### config.mk
export PLATFORM = sky130hd
export DESIGN_NAME = fetch_top
export DESIGN_NICKNAME = d
export VERILOG_FILES = /design/src/rtl/fetch_pkg.sv /design/src/rtl/fetch_stage_if.sv /design/src/rtl/fetch_top.sv /design/src/rtl/fetch_fsm.sv /design/src/rtl/i_cache.sv /design/src/rtl/fetch_tlb_lookup.sv /design/src/rtl/fetch_address_gen.sv
export VERILOG_INCLUDE_DIRS = /design/src /design/src/include
export SDC_FILE = /design/constraint.sdc
export NUM_CORES = 2
export LEC_CHECK = 0
export CAP_MARGIN = 20
export CORE_UTILIZATION = 39
export CTS_BUF_LIST = sky130_fd_sc_hd__clkbuf_4 sky130_fd_sc_hd__clkbuf_8
export CTS_CLUSTER_SIZE = 28
export DETAILED_ROUTE_END_ITERATION = 16
export DONT_BUFFER_PORTS = 1
export PLACE_DENSITY_LB_ADDON = 0.25
export SLEW_MARGIN = 40
export SYNTH_ARGS = -nofsm -noshare
export SYNTH_HDL_FRONTEND = slang
export SYNTH_MEMORY_MAX_BITS = 65536
export SYNTH_SLANG_ARGS = --single-unit
### constraint.sdc
create_clock -name clk -period 19.3 [get_ports clk]
set_input_delay 0.965 -clock clk [delete_from_list [all_inputs] [get_ports clk]]
set_output_delay 0.965 -clock clk [all_outputs]
set_load 0.05 [all_outputs]
### src/include/fetch_settings.svh
`ifndef FETCH_SETTINGS_SVH
`define FETCH_SETTINGS_SVH

// Instruction pointer and linear address
`define FETCH_EIP_W 32

// One cache line, and the half of it that a fetch returns
`define FETCH_LINE_W 256
`define FETCH_CHUNK_W 128
// Byte offset bits inside a 32-byte line
`define FETCH_LINE_OFF_W 5

// 4 KB pages
`define FETCH_PAGE_OFF_W 12
`define FETCH_VPN_W 20
`define FETCH_PFN_W 3
// Frame number on top of the page offset
`define FETCH_PADDR_W 15

// Fully associative TLB
`define FETCH_TLB_ENTRIES 8

// Direct-mapped I-cache, tag is pfn plus paddr[11:9]
`define FETCH_IC_SETS 16
`define FETCH_TAG_W 6

`endif
### src/rtl/fetch_pkg.sv
`include "fetch_settings.svh"

package fetch_pkg;

  // Addresses
  typedef logic [`FETCH_EIP_W-1:0] eip_t;
  typedef logic [`FETCH_VPN_W-1:0] vpn_t;
  typedef logic [`FETCH_PFN_W-1:0] pfn_t;
  typedef logic [`FETCH_PADDR_W-1:0] paddr_t;

  // Cache data
  typedef logic [`FETCH_LINE_W-1:0] line_t;
  typedef logic [`FETCH_CHUNK_W-1:0] chunk_t;

  // Cache addressing
  typedef logic [$clog2(`FETCH_IC_SETS)-1:0] ic_index_t;
  // Frame number followed by paddr bits 11..9
  typedef logic [`FETCH_TAG_W-1:0] ic_tag_t;

  // TLB entry select on the write port
  typedef logic [$clog2(`FETCH_TLB_ENTRIES)-1:0] tlb_idx_t;

  // Fetch control states
  typedef enum logic [1:0] {
    // Normal flow, one request per cycle
    RUN,
    // Line fill outstanding
    MISS_WAIT,
    // Exception handed to decode, wait for redirect
    HALT_EXC
  } fetch_state_t;

endpackage

### src/rtl/fetch_stage_if.sv
`timescale 1ns/1ns

interface fetch_stage_if;
  import fetch_pkg::*;

  // Request occupies this stage
  logic valid;
  // Instruction pointer of the 16-byte window
  eip_t eip;
  // Translated frame, zero before the TLB stage
  pfn_t pfn;
  // Fetch window crosses the CS limit
  logic prot_exc;
  // No valid TLB entry or page not present
  logic page_fault;

  // Stage that owns the register
  modport src (
    output valid,
    output eip,
    output pfn,
    output prot_exc,
    output page_fault
  );

  // Next stage down the pipe
  modport dst (
    input valid,
    input eip,
    input pfn,
    input prot_exc,
    input page_fault
  );

endinterface

### src/rtl/fetch_top.sv
`timescale 1ns/1ns

module fetch_top (
  input  logic                clk,
  input  logic                reset,
  // Redirect from the back end
  input  logic                redirect,
  input  fetch_pkg::eip_t     redirect_eip,
  // TLB write port
  input  logic                tlb_we,
  input  fetch_pkg::tlb_idx_t tlb_index,
  input  fetch_pkg::vpn_t     tlb_vpn,
  input  fetch_pkg::pfn_t     tlb_pfn,
  input  logic                tlb_valid,
  input  logic                tlb_present,
  input  fetch_pkg::eip_t     cs_limit,
  // Memory side
  output logic                ic_miss,
  output fetch_pkg::paddr_t   ic_miss_addr,
  input  logic                fill_valid,
  input  fetch_pkg::line_t    fill_data,
  // Decode side
  input  logic                de_p,
  output logic                de_valid,
  output fetch_pkg::chunk_t   de_bytes,
  output fetch_pkg::eip_t     de_eip,
  output logic                de_prot_exc,
  output logic                de_page_fault
);
  import fetch_pkg::*;

  // Stage-to-stage requests
  fetch_stage_if ag_req ();
  fetch_stage_if tl_req ();

  // Common hold for both upstream stages
  logic      stall;
  logic      ic_hit;
  chunk_t    ic_chunk;
  ic_index_t ic_index;
  ic_tag_t   ic_tag;
  logic      ic_half;

  // Cache address from the translated request
  assign ic_index = tl_req.eip[`FETCH_PAGE_OFF_W-4:`FETCH_LINE_OFF_W];
  assign ic_tag   = {tl_req.pfn, tl_req.eip[`FETCH_PAGE_OFF_W-1:`FETCH_PAGE_OFF_W-3]};
  assign ic_half  = tl_req.eip[`FETCH_LINE_OFF_W-1];

  fetch_address_gen u_f_address_gen (
    .clk          (clk),
    .reset        (reset),
    .redirect     (redirect),
    .redirect_eip (redirect_eip),
    .stall        (stall),
    .req          (ag_req.src)
  );

  fetch_tlb_lookup u_f_tlb_lookup (
    .clk         (clk),
    .reset       (reset),
    .redirect    (redirect),
    .stall       (stall),
    .tlb_we      (tlb_we),
    .tlb_index   (tlb_index),
    .tlb_vpn     (tlb_vpn),
    .tlb_pfn     (tlb_pfn),
    .tlb_valid   (tlb_valid),
    .tlb_present (tlb_present),
    .cs_limit    (cs_limit),
    .req_in      (ag_req.dst),
    .req_out     (tl_req.src)
  );

  i_cache u_i_cache (
    .clk        (clk),
    .reset      (reset),
    .index      (ic_index),
    .tag        (ic_tag),
    .half       (ic_half),
    .fill_valid (fill_valid),
    .fill_data  (fill_data),
    .hit        (ic_hit),
    .rd_chunk   (ic_chunk)
  );

  fetch_fsm u_f_fsm (
    .clk           (clk),
    .reset         (reset),
    .redirect      (redirect),
    .req_in        (tl_req.dst),
    .de_p          (de_p),
    .hit           (ic_hit),
    .rd_chunk      (ic_chunk),
    .ic_miss       (ic_miss),
    .ic_miss_addr  (ic_miss_addr),
    .stall         (stall),
    .de_valid      (de_valid),
    .de_bytes      (de_bytes),
    .de_eip        (de_eip),
    .de_prot_exc   (de_prot_exc),
    .de_page_fault (de_page_fault)
  );

endmodule

### src/rtl/fetch_fsm.sv
`timescale 1ns/1ns

module fetch_fsm (
  input  logic              clk,
  input  logic              reset,
  input  logic              redirect,
  fetch_stage_if.dst        req_in,
  input  logic              de_p,
  input  logic              hit,
  input  fetch_pkg::chunk_t rd_chunk,
  output logic              ic_miss,
  output fetch_pkg::paddr_t ic_miss_addr,
  output logic              stall,
  output logic              de_valid,
  output fetch_pkg::chunk_t de_bytes,
  output fetch_pkg::eip_t   de_eip,
  output logic              de_prot_exc,
  output logic              de_page_fault
);
  import fetch_pkg::*;

  fetch_state_t state_q;
  fetch_state_t state_d;

  logic req_exc;
  logic latch_free;
  logic load_de;
  logic miss_start;

  // Either fault goes to decode instead of cache data
  assign req_exc = req_in.prot_exc || req_in.page_fault;

  // Latch empty, or decode takes its entry this cycle
  assign latch_free = !de_valid || de_p;

  // Redirect squashes the request sitting in this stage
  assign load_de = (state_q == RUN) && req_in.valid && !redirect
                   && latch_free && (req_exc || hit);

  // Miss goes out whether or not the latch is free
  assign miss_start = (state_q == RUN) && req_in.valid && !redirect
                      && !req_exc && !hit;

  always_comb begin
    state_d = state_q;
    stall   = 1'b1;
    case (state_q)
      RUN: begin
        // Hold upstream unless this request is consumed
        stall = req_in.valid && !(latch_free && (req_exc || hit));
        if (load_de && req_exc) begin
          state_d = HALT_EXC;
        end else if (miss_start) begin
          state_d = MISS_WAIT;
        end
      end
      MISS_WAIT: begin
        // Request held in place, leave once the fill lands
        // Also covers a redirect during the miss
        if (hit) begin
          state_d = RUN;
        end
      end
      HALT_EXC: begin
        if (redirect) begin
          state_d = RUN;
        end
      end
      default: begin
        state_d = RUN;
      end
    endcase
  end

  always_ff @(posedge clk) begin
    if (reset) begin
      state_q <= RUN;
    end else begin
      state_q <= state_d;
    end
  end

  // One-cycle miss pulse on entry to MISS_WAIT
  always_ff @(posedge clk) begin
    if (reset) begin
      ic_miss <= 1'b0;
    end else begin
      ic_miss <= miss_start;
    end
  end

  // Line-aligned physical address for the memory side
  always_ff @(posedge clk) begin
    if (miss_start) begin
      ic_miss_addr <= {req_in.pfn,
                       req_in.eip[`FETCH_PAGE_OFF_W-1:`FETCH_LINE_OFF_W],
                       {`FETCH_LINE_OFF_W{1'b0}}};
    end
  end

  // Decode latch valid
  always_ff @(posedge clk) begin
    if (reset) begin
      de_valid <= 1'b0;
    end else if (redirect) begin
      de_valid <= 1'b0;
    end else if (load_de) begin
      de_valid <= 1'b1;
    end else if (de_p) begin
      de_valid <= 1'b0;
    end
  end

  // Decode latch payload
  // Faulting entries carry no bytes
  always_ff @(posedge clk) begin
    if (load_de) begin
      de_eip        <= req_in.eip;
      de_bytes      <= req_exc ? '0 : rd_chunk;
      de_prot_exc   <= req_in.prot_exc;
      de_page_fault <= req_in.page_fault;
    end
  end

  // Miss request is a pulse, never a level
  a_miss_pulse : assert property (
    @(posedge clk) disable iff (reset)
    ic_miss |=> !ic_miss
  );

endmodule

### src/rtl/i_cache.sv
`timescale 1ns/1ns

module i_cache (
  input  logic                clk,
  input  logic                reset,
  input  fetch_pkg::ic_index_t index,
  input  fetch_pkg::ic_tag_t  tag,
  input  logic                half,
  input  logic                fill_valid,
  input  fetch_pkg::line_t    fill_data,
  output logic                hit,
  output fetch_pkg::chunk_t   rd_chunk
);
  import fetch_pkg::*;

  // Tag and data arrays, one line per set
  ic_tag_t tag_q [`FETCH_IC_SETS];
  line_t   data_q [`FETCH_IC_SETS];
  // Per-set valid
  logic [`FETCH_IC_SETS-1:0] valid_q;

  // Line at the current index
  line_t   rd_line;
  ic_tag_t rd_tag;

  // Fill writes tag and data at the presented index
  // Index and tag are held by the stall during the miss
  always_ff @(posedge clk) begin
    if (fill_valid) begin
      tag_q[index]  <= tag;
      data_q[index] <= fill_data;
    end
  end

  // Cold cache after reset
  always_ff @(posedge clk) begin
    if (reset) begin
      valid_q <= '0;
    end else if (fill_valid) begin
      valid_q[index] <= 1'b1;
    end
  end

  // Asynchronous read
  assign rd_line = data_q[index];
  assign rd_tag  = tag_q[index];

  assign hit = valid_q[index] && (rd_tag == tag);

  // EIP bit 4 picks the upper or lower 16 bytes
  assign rd_chunk = half ? rd_line[`FETCH_CHUNK_W +: `FETCH_CHUNK_W]
                         : rd_line[0 +: `FETCH_CHUNK_W];

  // Fetch control holds the request through the fill,
  // so the same address hits right after
  a_fill_then_hit : assert property (
    @(posedge clk) disable iff (reset)
    fill_valid |=> hit
  );

endmodule

### src/rtl/fetch_tlb_lookup.sv
`timescale 1ns/1ns

module fetch_tlb_lookup (
  input  logic               clk,
  input  logic               reset,
  input  logic               redirect,
  input  logic               stall,
  input  logic               tlb_we,
  input  fetch_pkg::tlb_idx_t tlb_index,
  input  fetch_pkg::vpn_t    tlb_vpn,
  input  fetch_pkg::pfn_t    tlb_pfn,
  input  logic               tlb_valid,
  input  logic               tlb_present,
  input  fetch_pkg::eip_t    cs_limit,
  fetch_stage_if.dst         req_in,
  fetch_stage_if.src         req_out
);
  import fetch_pkg::*;

  // TLB entries
  vpn_t tlb_vpn_q [`FETCH_TLB_ENTRIES];
  pfn_t tlb_pfn_q [`FETCH_TLB_ENTRIES];
  logic [`FETCH_TLB_ENTRIES-1:0] tlb_present_q;
  logic [`FETCH_TLB_ENTRIES-1:0] tlb_valid_q;

  // Lookup results
  vpn_t req_vpn;
  logic [`FETCH_TLB_ENTRIES-1:0] match;
  pfn_t hit_pfn;
  logic hit_present;
  logic page_fault;
  // One extra bit so the window end cannot wrap
  logic [`FETCH_EIP_W:0] win_end;
  logic prot_exc;

  // Write port
  always_ff @(posedge clk) begin
    if (tlb_we) begin
      tlb_vpn_q[tlb_index]     <= tlb_vpn;
      tlb_pfn_q[tlb_index]     <= tlb_pfn;
      tlb_present_q[tlb_index] <= tlb_present;
    end
  end

  // Entry valid bits, empty TLB out of reset
  always_ff @(posedge clk) begin
    if (reset) begin
      tlb_valid_q <= '0;
    end else if (tlb_we) begin
      tlb_valid_q[tlb_index] <= tlb_valid;
    end
  end

  assign req_vpn = req_in.eip[`FETCH_EIP_W-1:`FETCH_PAGE_OFF_W];

  // Compare against every entry at once
  // At most one match, so OR-ing the fields is a mux
  always_comb begin
    match       = '0;
    hit_pfn     = '0;
    hit_present = 1'b0;
    for (int i = 0; i < `FETCH_TLB_ENTRIES; i++) begin
      if (tlb_valid_q[i] && (tlb_vpn_q[i] == req_vpn)) begin
        match[i]    = 1'b1;
        hit_pfn     = hit_pfn | tlb_pfn_q[i];
        hit_present = hit_present | tlb_present_q[i];
      end
    end
  end

  // Miss, or mapped but swapped out
  assign page_fault = !(|match) || !hit_present;

  // Last byte of the 16-byte window against the CS limit
  assign win_end  = {1'b0, req_in.eip} + 33'd15;
  assign prot_exc = win_end > {1'b0, cs_limit};

  // Stage-two request valid
  always_ff @(posedge clk) begin
    if (reset) begin
      req_out.valid <= 1'b0;
    end else if (redirect) begin
      req_out.valid <= 1'b0;
    end else if (!stall) begin
      req_out.valid <= req_in.valid;
    end
  end

  // Stage-two payload
  always_ff @(posedge clk) begin
    if (!stall) begin
      req_out.eip        <= req_in.eip;
      req_out.pfn        <= hit_pfn;
      req_out.prot_exc   <= prot_exc;
      req_out.page_fault <= page_fault;
    end
  end

  // Software must never map one page twice
  a_tlb_onehot : assert property (
    @(posedge clk) disable iff (reset)
    req_in.valid |-> $onehot0(match)
  );

endmodule

### src/rtl/fetch_address_gen.sv
`timescale 1ns/1ns

module fetch_address_gen (
  input  logic           clk,
  input  logic           reset,
  input  logic           redirect,
  input  fetch_pkg::eip_t redirect_eip,
  input  logic           stall,
  fetch_stage_if.src     req
);
  import fetch_pkg::*;

  // Set by the first redirect, never cleared except by reset
  logic started_q;
  eip_t eip_q;
  eip_t eip_next;

  // Next 16-byte boundary
  assign eip_next = {eip_q[`FETCH_EIP_W-1:4] + 28'd1, 4'b0000};

  // EIP register
  // Redirect wins over stall
  always_ff @(posedge clk) begin
    if (reset) begin
      started_q <= 1'b0;
      eip_q     <= '0;
    end else if (redirect) begin
      started_q <= 1'b1;
      eip_q     <= redirect_eip;
    end else if (started_q && !stall) begin
      eip_q <= eip_next;
    end
  end

  // Stage-one request valid
  // Squashed by redirect, held while stalled
  always_ff @(posedge clk) begin
    if (reset) begin
      req.valid <= 1'b0;
    end else if (redirect) begin
      req.valid <= 1'b0;
    end else if (!stall) begin
      req.valid <= started_q;
    end
  end

  // Request payload
  always_ff @(posedge clk) begin
    if (!stall) begin
      req.eip <= eip_q;
    end
  end

  // Nothing translated or checked yet
  assign req.pfn        = '0;
  assign req.prot_exc   = 1'b0;
  assign req.page_fault = 1'b0;

  // Fetch stays quiet until software gives a start address
  a_no_req_before_redirect : assert property (
    @(posedge clk) disable iff (reset)
    !started_q |-> !req.valid
  );

endmodule

Word-level counts from Yosys, hierarchy flattened:

Memories as Yosys holds them, arrays and structs flattened. A register that Yosys moved wholly into a read port is not among the register bits.
Cells that the tools add are included.

* ROM bits: 0
* memories: 4
* output and inout bits: 179
* word-level logic and storage cells: 148
* input port bits: 354
* register bits after elaboration: 312
* RAM bits: 4376
* latch bits: 0

Memories
* u_i_cache.data_q: words 16, width 256, rd ports 1, clocked after memory_dff 1, wr ports 1, RTL line i_cache.sv:18 `` line_t data_q [`FETCH_IC_SETS]; ``
* u_f_tlb_lookup.tlb_vpn_q: words 8, width 20, rd ports 8, clocked after memory_dff 0, wr ports 1, RTL line fetch_tlb_lookup.sv:21 `` vpn_t tlb_vpn_q [`FETCH_TLB_ENTRIES]; ``
* u_i_cache.tag_q: words 16, width 6, rd ports 1, clocked after memory_dff 1, wr ports 1, RTL line i_cache.sv:17 `` ic_tag_t tag_q [`FETCH_IC_SETS]; ``
* u_f_tlb_lookup.tlb_pfn_q: words 8, width 3, rd ports 8, clocked after memory_dff 0, wr ports 1, RTL line fetch_tlb_lookup.sv:22 `` pfn_t tlb_pfn_q [`FETCH_TLB_ENTRIES]; ``

* add/sub/neg operators: 2
* order comparisons: 5
* divide/modulo/power cells: 0
* mux-type cells: 49
* bitwise operators: 15
* reduce and logical (&&, ||, !) cells: 39
* equal/unequal tests: 14
* shift operators: 0
* multiply operators: 0

Operator list (count)
* == test 20 bit: 8
* 2-to-1 mux 128 bit: 1
* 2-to-1 mux 32 bit: 2
* adder 32 x 4 -> 33 bit, second input constant: 1
* greater-than comparator 33 x 32 -> 1 bit: 1
* adder 28 x 1 -> 28 bit, second input constant: 1
* 2-to-1 mux 1 bit: 26
* 2-to-1 mux 3 bit: 8
* logical AND 1 bit: 21
* bitwise OR 3 bit: 7
* bitwise mux 8 bit: 2
* bitwise OR 16 bit: 1
* zero test 1 bit: 8
* 2-to-1 mux 2 bit: 4
* 2-to-1 mux 4 bit: 2
* OR reduction 8 bit: 1
* bitwise OR 1 bit: 7
* == test 6 bit: 1
* one-hot mux 2 bit (3 select lines): 1
* < comparator 4 x 5 -> 1 bit, second input constant: 1
* binary-select mux 1 bit (select 4 bit): 1
* demux 1 bit (select 4 bit): 1
* greater-or-equal comparator 4 x 1 -> 1 bit, second input constant: 1
* logical OR 1 bit: 4
* other kinds (12): 13

Depth between registers and ports, before layout:

An unclocked memory read counts as a cell.

* depth in word-level cells: 20
* gate-level depth with buffers: 16
* gate-level depth less buffers: 16

By module:

From an unflattened synthesis, not the netlist that was laid out.

* cells, all modules: 7378
* area total of the unflattened synthesis: 178713.9 um^2

By module, submodules not included
* i_cache: times used 1, area each 158966.2 um^2, sequential area each 126201.0 um^2, cells an instance 6043
* fetch_tlb_lookup: times used 1, area each 10701.5 um^2, sequential area each 7056.8 um^2, cells an instance 742
* fetch_fsm: times used 1, area each 6264.8 um^2, sequential area each 5245.0 um^2, cells an instance 341
* fetch_address_gen: times used 1, area each 2781.4 um^2, sequential area each 1641.6 um^2, cells an instance 252

Least setup slack after synthesis:

OpenSTA, ideal clock, no wires.

* kind: input port to flip-flop
* start: input fill_valid
* end: memory u_i_cache.data_q[0][0] (netlist bit), enable pin
* required time: 18092 ps
* arrival: 19125 ps
* cell stages on the path: 2
* path slack: -1033 ps
* cells stage by stage: or3b_2 -> nor3_1

* cells in the longest elaborated chain, start to end: 2

Ends and longest elaborated chain
* start, declared: RTL line fetch_top.sv:20 `input logic fill_valid,`
* 2-to-1 mux 1 bit: RTL line i_cache.sv:29 `if (fill_valid) begin`
* 2-to-1 mux 1 bit (implied by the code): RTL line i_cache.sv:31 `data_q[index] <= fill_data;`
* end, declared: RTL line i_cache.sv:18

No other way between the ends.

==> results.cfg <==
[outcome]
status = completed

[power_and_ir_drop]
p_leak_nw = 63.2
ir_drop_mv = 0.0710
power_density_mw_per_mm2 = 103

[timing]
finalSetupViolations = 0
period_needed_ns = 6.49
worst_slew_pin_slew_ns = 0.886
rsz0062_at_grt = false
hold_viol = 0
holdWs_ns = 0.173
finClkSkew_ns = 0.0744
drv_slew = 0
max_freq_ghz = 0.154
finalCritPeriodShare_pct = 33.7
max_slew_margin_pct = 41.0
tns_ns = 0

[global_routing]
antenna_found_initial = 115
grt-ovfl-total = 0
grt_pass1_vias = 88100
grt_start_max_net_pins = 89
grt_usage_pct = 18.5
grt_pass1_wl_um = 624000

[logic_synthesis]
synth_area_mm2 = 0.178
ys.warnings.count = 0
synth_area_per_cell_um2 = 24.1
yosysMostFrequentCell = edfxtp_1
ys.flop_type = edfxtp_1
yosys-top-cells-area = edfxtp_1 78%, mux4_2 16%, mux2i_1 0.86%
synth-seq-cells = 4692
netlist_top_cells_count = 4625 x edfxtp_1, 1303 x mux4_2, 259 x clkbuf_1
synthArstFlopShare_pct = 0
synth_edf_count = 4625
ys_seq_area_share_pct = 78.7
synth_top_area_cell = edfxtp_1
synth_cells = 7395
synth_top_area_share_pct = 77.9
yosysUniqueCellTypes = 62

[routing]
wl_um = 433000
drt_iter0_markers = 7174
drcViolationCount = 0
wl_per_cell_um = 28.9
via_per_inst = 5.46
drt_pre_antenna_iters = 8
antenna_left = 0
via_count = 81600

[critical_path]
cp.arrival_ns = 7.39
worstSetupEndpointType = flip-flop
worstSetupPathType = reg -> reg
crit_family = buffers and inverters
cpPeakStageDelay_ns = 0.78
crit_slowest_cell = buf_4
reg2reg_slack_ns = 12.81
reg2reg_to = u_f_fsm.de_bytes[45]
reg2regPathDepth = 10
cp_max_fo = 69
path_buf_inv = 6
startpoint_type = flip-flop
critPathRequiredTime_ns = 20.19
crit_chain = buf_6 > buf_6 > buf_6 > buf_4 > buf_4 > buf_4 > mux4_2 > mux4_2 > mux2i_1 > nor2_1

[cts]
clkTransAtPathRegs_ns = 0.06
clkLatencyLatePin_ns = 1.23
cts-root-buf = clkbuf_8
h-tree-depth = 6
cts_resized = 0
cts_buffer_depth = 4
post_cts_buffers = 0
cts_tree = yes
cts_buffers = 759
cts_sinks = 4692

[finish]
layout.nets = 8724
fillers = 37600
fin_cells = 14900
syn2layout_area_growth_pct = 15.3
drive_gt1_share_pct = 31.0

[placement]
hpwlAfterDp_um = 230000
io_buffers = 0
place_inst = 13200
gp_congestion = 0.748

[job]
cap_violations = 0

[floorplanning]
core_area_mm2 = 0.454
die_w_um = 678
rows = 247
initial_core_util_pct = 39.3
ios = 533
dieArea_mm2 = 0.460
dieHeight_um = 678

[hold_path]
hold_depth = 3
hold_path.class = in -> reg
whs_endpoint = u_f_address_gen.eip_q[14]
hold_path_startpoint = redirect
==> stage by stage <==
step / util [%] / setup WS (ns) / area, um^2 / power [mW]
after floorplan: - / 4.59 / 178000 / 12.6
after global placement: 41.0 / 11.41 / 186000 / 12.8
after detailed placement: 41.2 / 12.76 / 187000 / 12.8
after CTS: 45.2 / 12.70 / 205000 / 21.4
after global routing: 45.3 / 12.51 / 205000 / 21.9
final: 45.3 / 12.81 / 205000 / 21.2
==> state kept, by name (all words and copies together), names as in the netlist, 2 cells and up, named ones only <==
signal / cells
u_i_cache.data_q: 4096
u_f_tlb_lookup.tlb_vpn_q: 160
u_f_fsm.de_bytes: 128
u_i_cache.tag_q: 96
u_f_address_gen.eip_q: 32
u_f_address_gen.req.eip: 32
u_f_fsm.de_eip: 32
u_f_tlb_lookup.req_out.eip: 32
u_f_tlb_lookup.tlb_pfn_q: 24
u_i_cache.valid_q: 16
u_f_fsm.ic_miss_addr: 10
u_f_tlb_lookup.tlb_present_q: 8
u_f_tlb_lookup.tlb_valid_q: 8
u_f_tlb_lookup.req_out.pfn: 3
u_f_fsm.state_q: 2
==> power breakdown <==
group	leakage (nW)	internal [mW]	switching [mW]
Sequential	42.6	11.4	0.0675
Clock	7.82	4.45	3.95
Combinational	12.8	0.622	0.728
==> layout by cell type (no fill, tap or decap), drive strengths merged, types with 34 or more instances in the layout <==
master	count
mux4	1303
inv	77
mux2i	154
nand2	41
xnor2	141
edfxtp	4625
xor2	81
clkbuf	1037
nand3	40
nor4	34
nand4	44
clkinv	272
nor2	227
ha	34
dfxtp	67
dlygate4sd3	333
buf	214
==> worst register-to-register path: stages, from the launching register on <==
cell and delay, ns:
dfxtp_4 0.50, buf_6 0.67, buf_6 0.66, buf_6 0.78, buf_4 0.81, buf_4 0.83, buf_4 0.75, mux4_2 0.43
mux4_2 0.50, mux2i_1 0.18, nor2_1 0.08
==> worst max path at each step <==
stage,end,cells past startpoint,start
floorplan,u_f_fsm.de_bytes[0],9,flip-flop
global placement,u_f_fsm.de_bytes[45],10,flip-flop
detailed placement,u_f_fsm.de_bytes[45],10,flip-flop
CTS,u_f_fsm.de_bytes[45],10,flip-flop
global route,u_f_fsm.de_bytes[45],10,flip-flop
finish,u_f_fsm.de_bytes[45],10,flip-flop
==> layer usage <==
layer / part of all wire (%) / routed length (um) / track usage, % / vias up
li1: - / - / - / 33600
met1: 42 / 183000 / 25.2 / 44300
met2: 49 / 213000 / 30.7 / 2731
met3: 6.3 / 27300 / 3.89 / 802
met4: 2.1 / 9210 / 4.40 / 58
met5: 0.088 / 380 / 0 / -
==> area by class of cell <==
type	count	area, um^2	share of cell area, %
antenna	24	60.1	0.0292
clock buffer	1036	12600	6.15
clock inverter	331	2200	1.07
inverter	45	170	0.0828
multi-input combinational	2290	36700	17.8
sequential	4692	140000	68.3
tap	5976	7480	3.64
timing repair buffer	548	6020	2.93
==> kinds of logic (layout without fill, tap and decap cells) <==
| group | Yosys count | count (layout) | share of synthesized area (%) |
|---|---|---|---|
| XOR/XNOR | 222 | 222 | 1.09 |
| AND/OR/NAND/NOR | 457 | 457 | 1.27 |
| other | 1 | 29 | 0.00210 |
| multiplexers | 1461 | 1461 | 17.4 |
| flip-flops | 4692 | 4692 | 78.7 |
| AO/OA/AOI/OAI | 111 | 111 | 0.459 |
| adder cells (fa/ha/maj) | 34 | 34 | 0.239 |
| buffers and inverters | 417 | 1960 | 0.926 |
==> repair_timing <==
action	CTS	global route
endpoints found under the setup margin	0	0
hold buffers	334	0
endpoints found under the hold margin	4352	0
No activity file was read; power rests on OpenSTA's default activity.
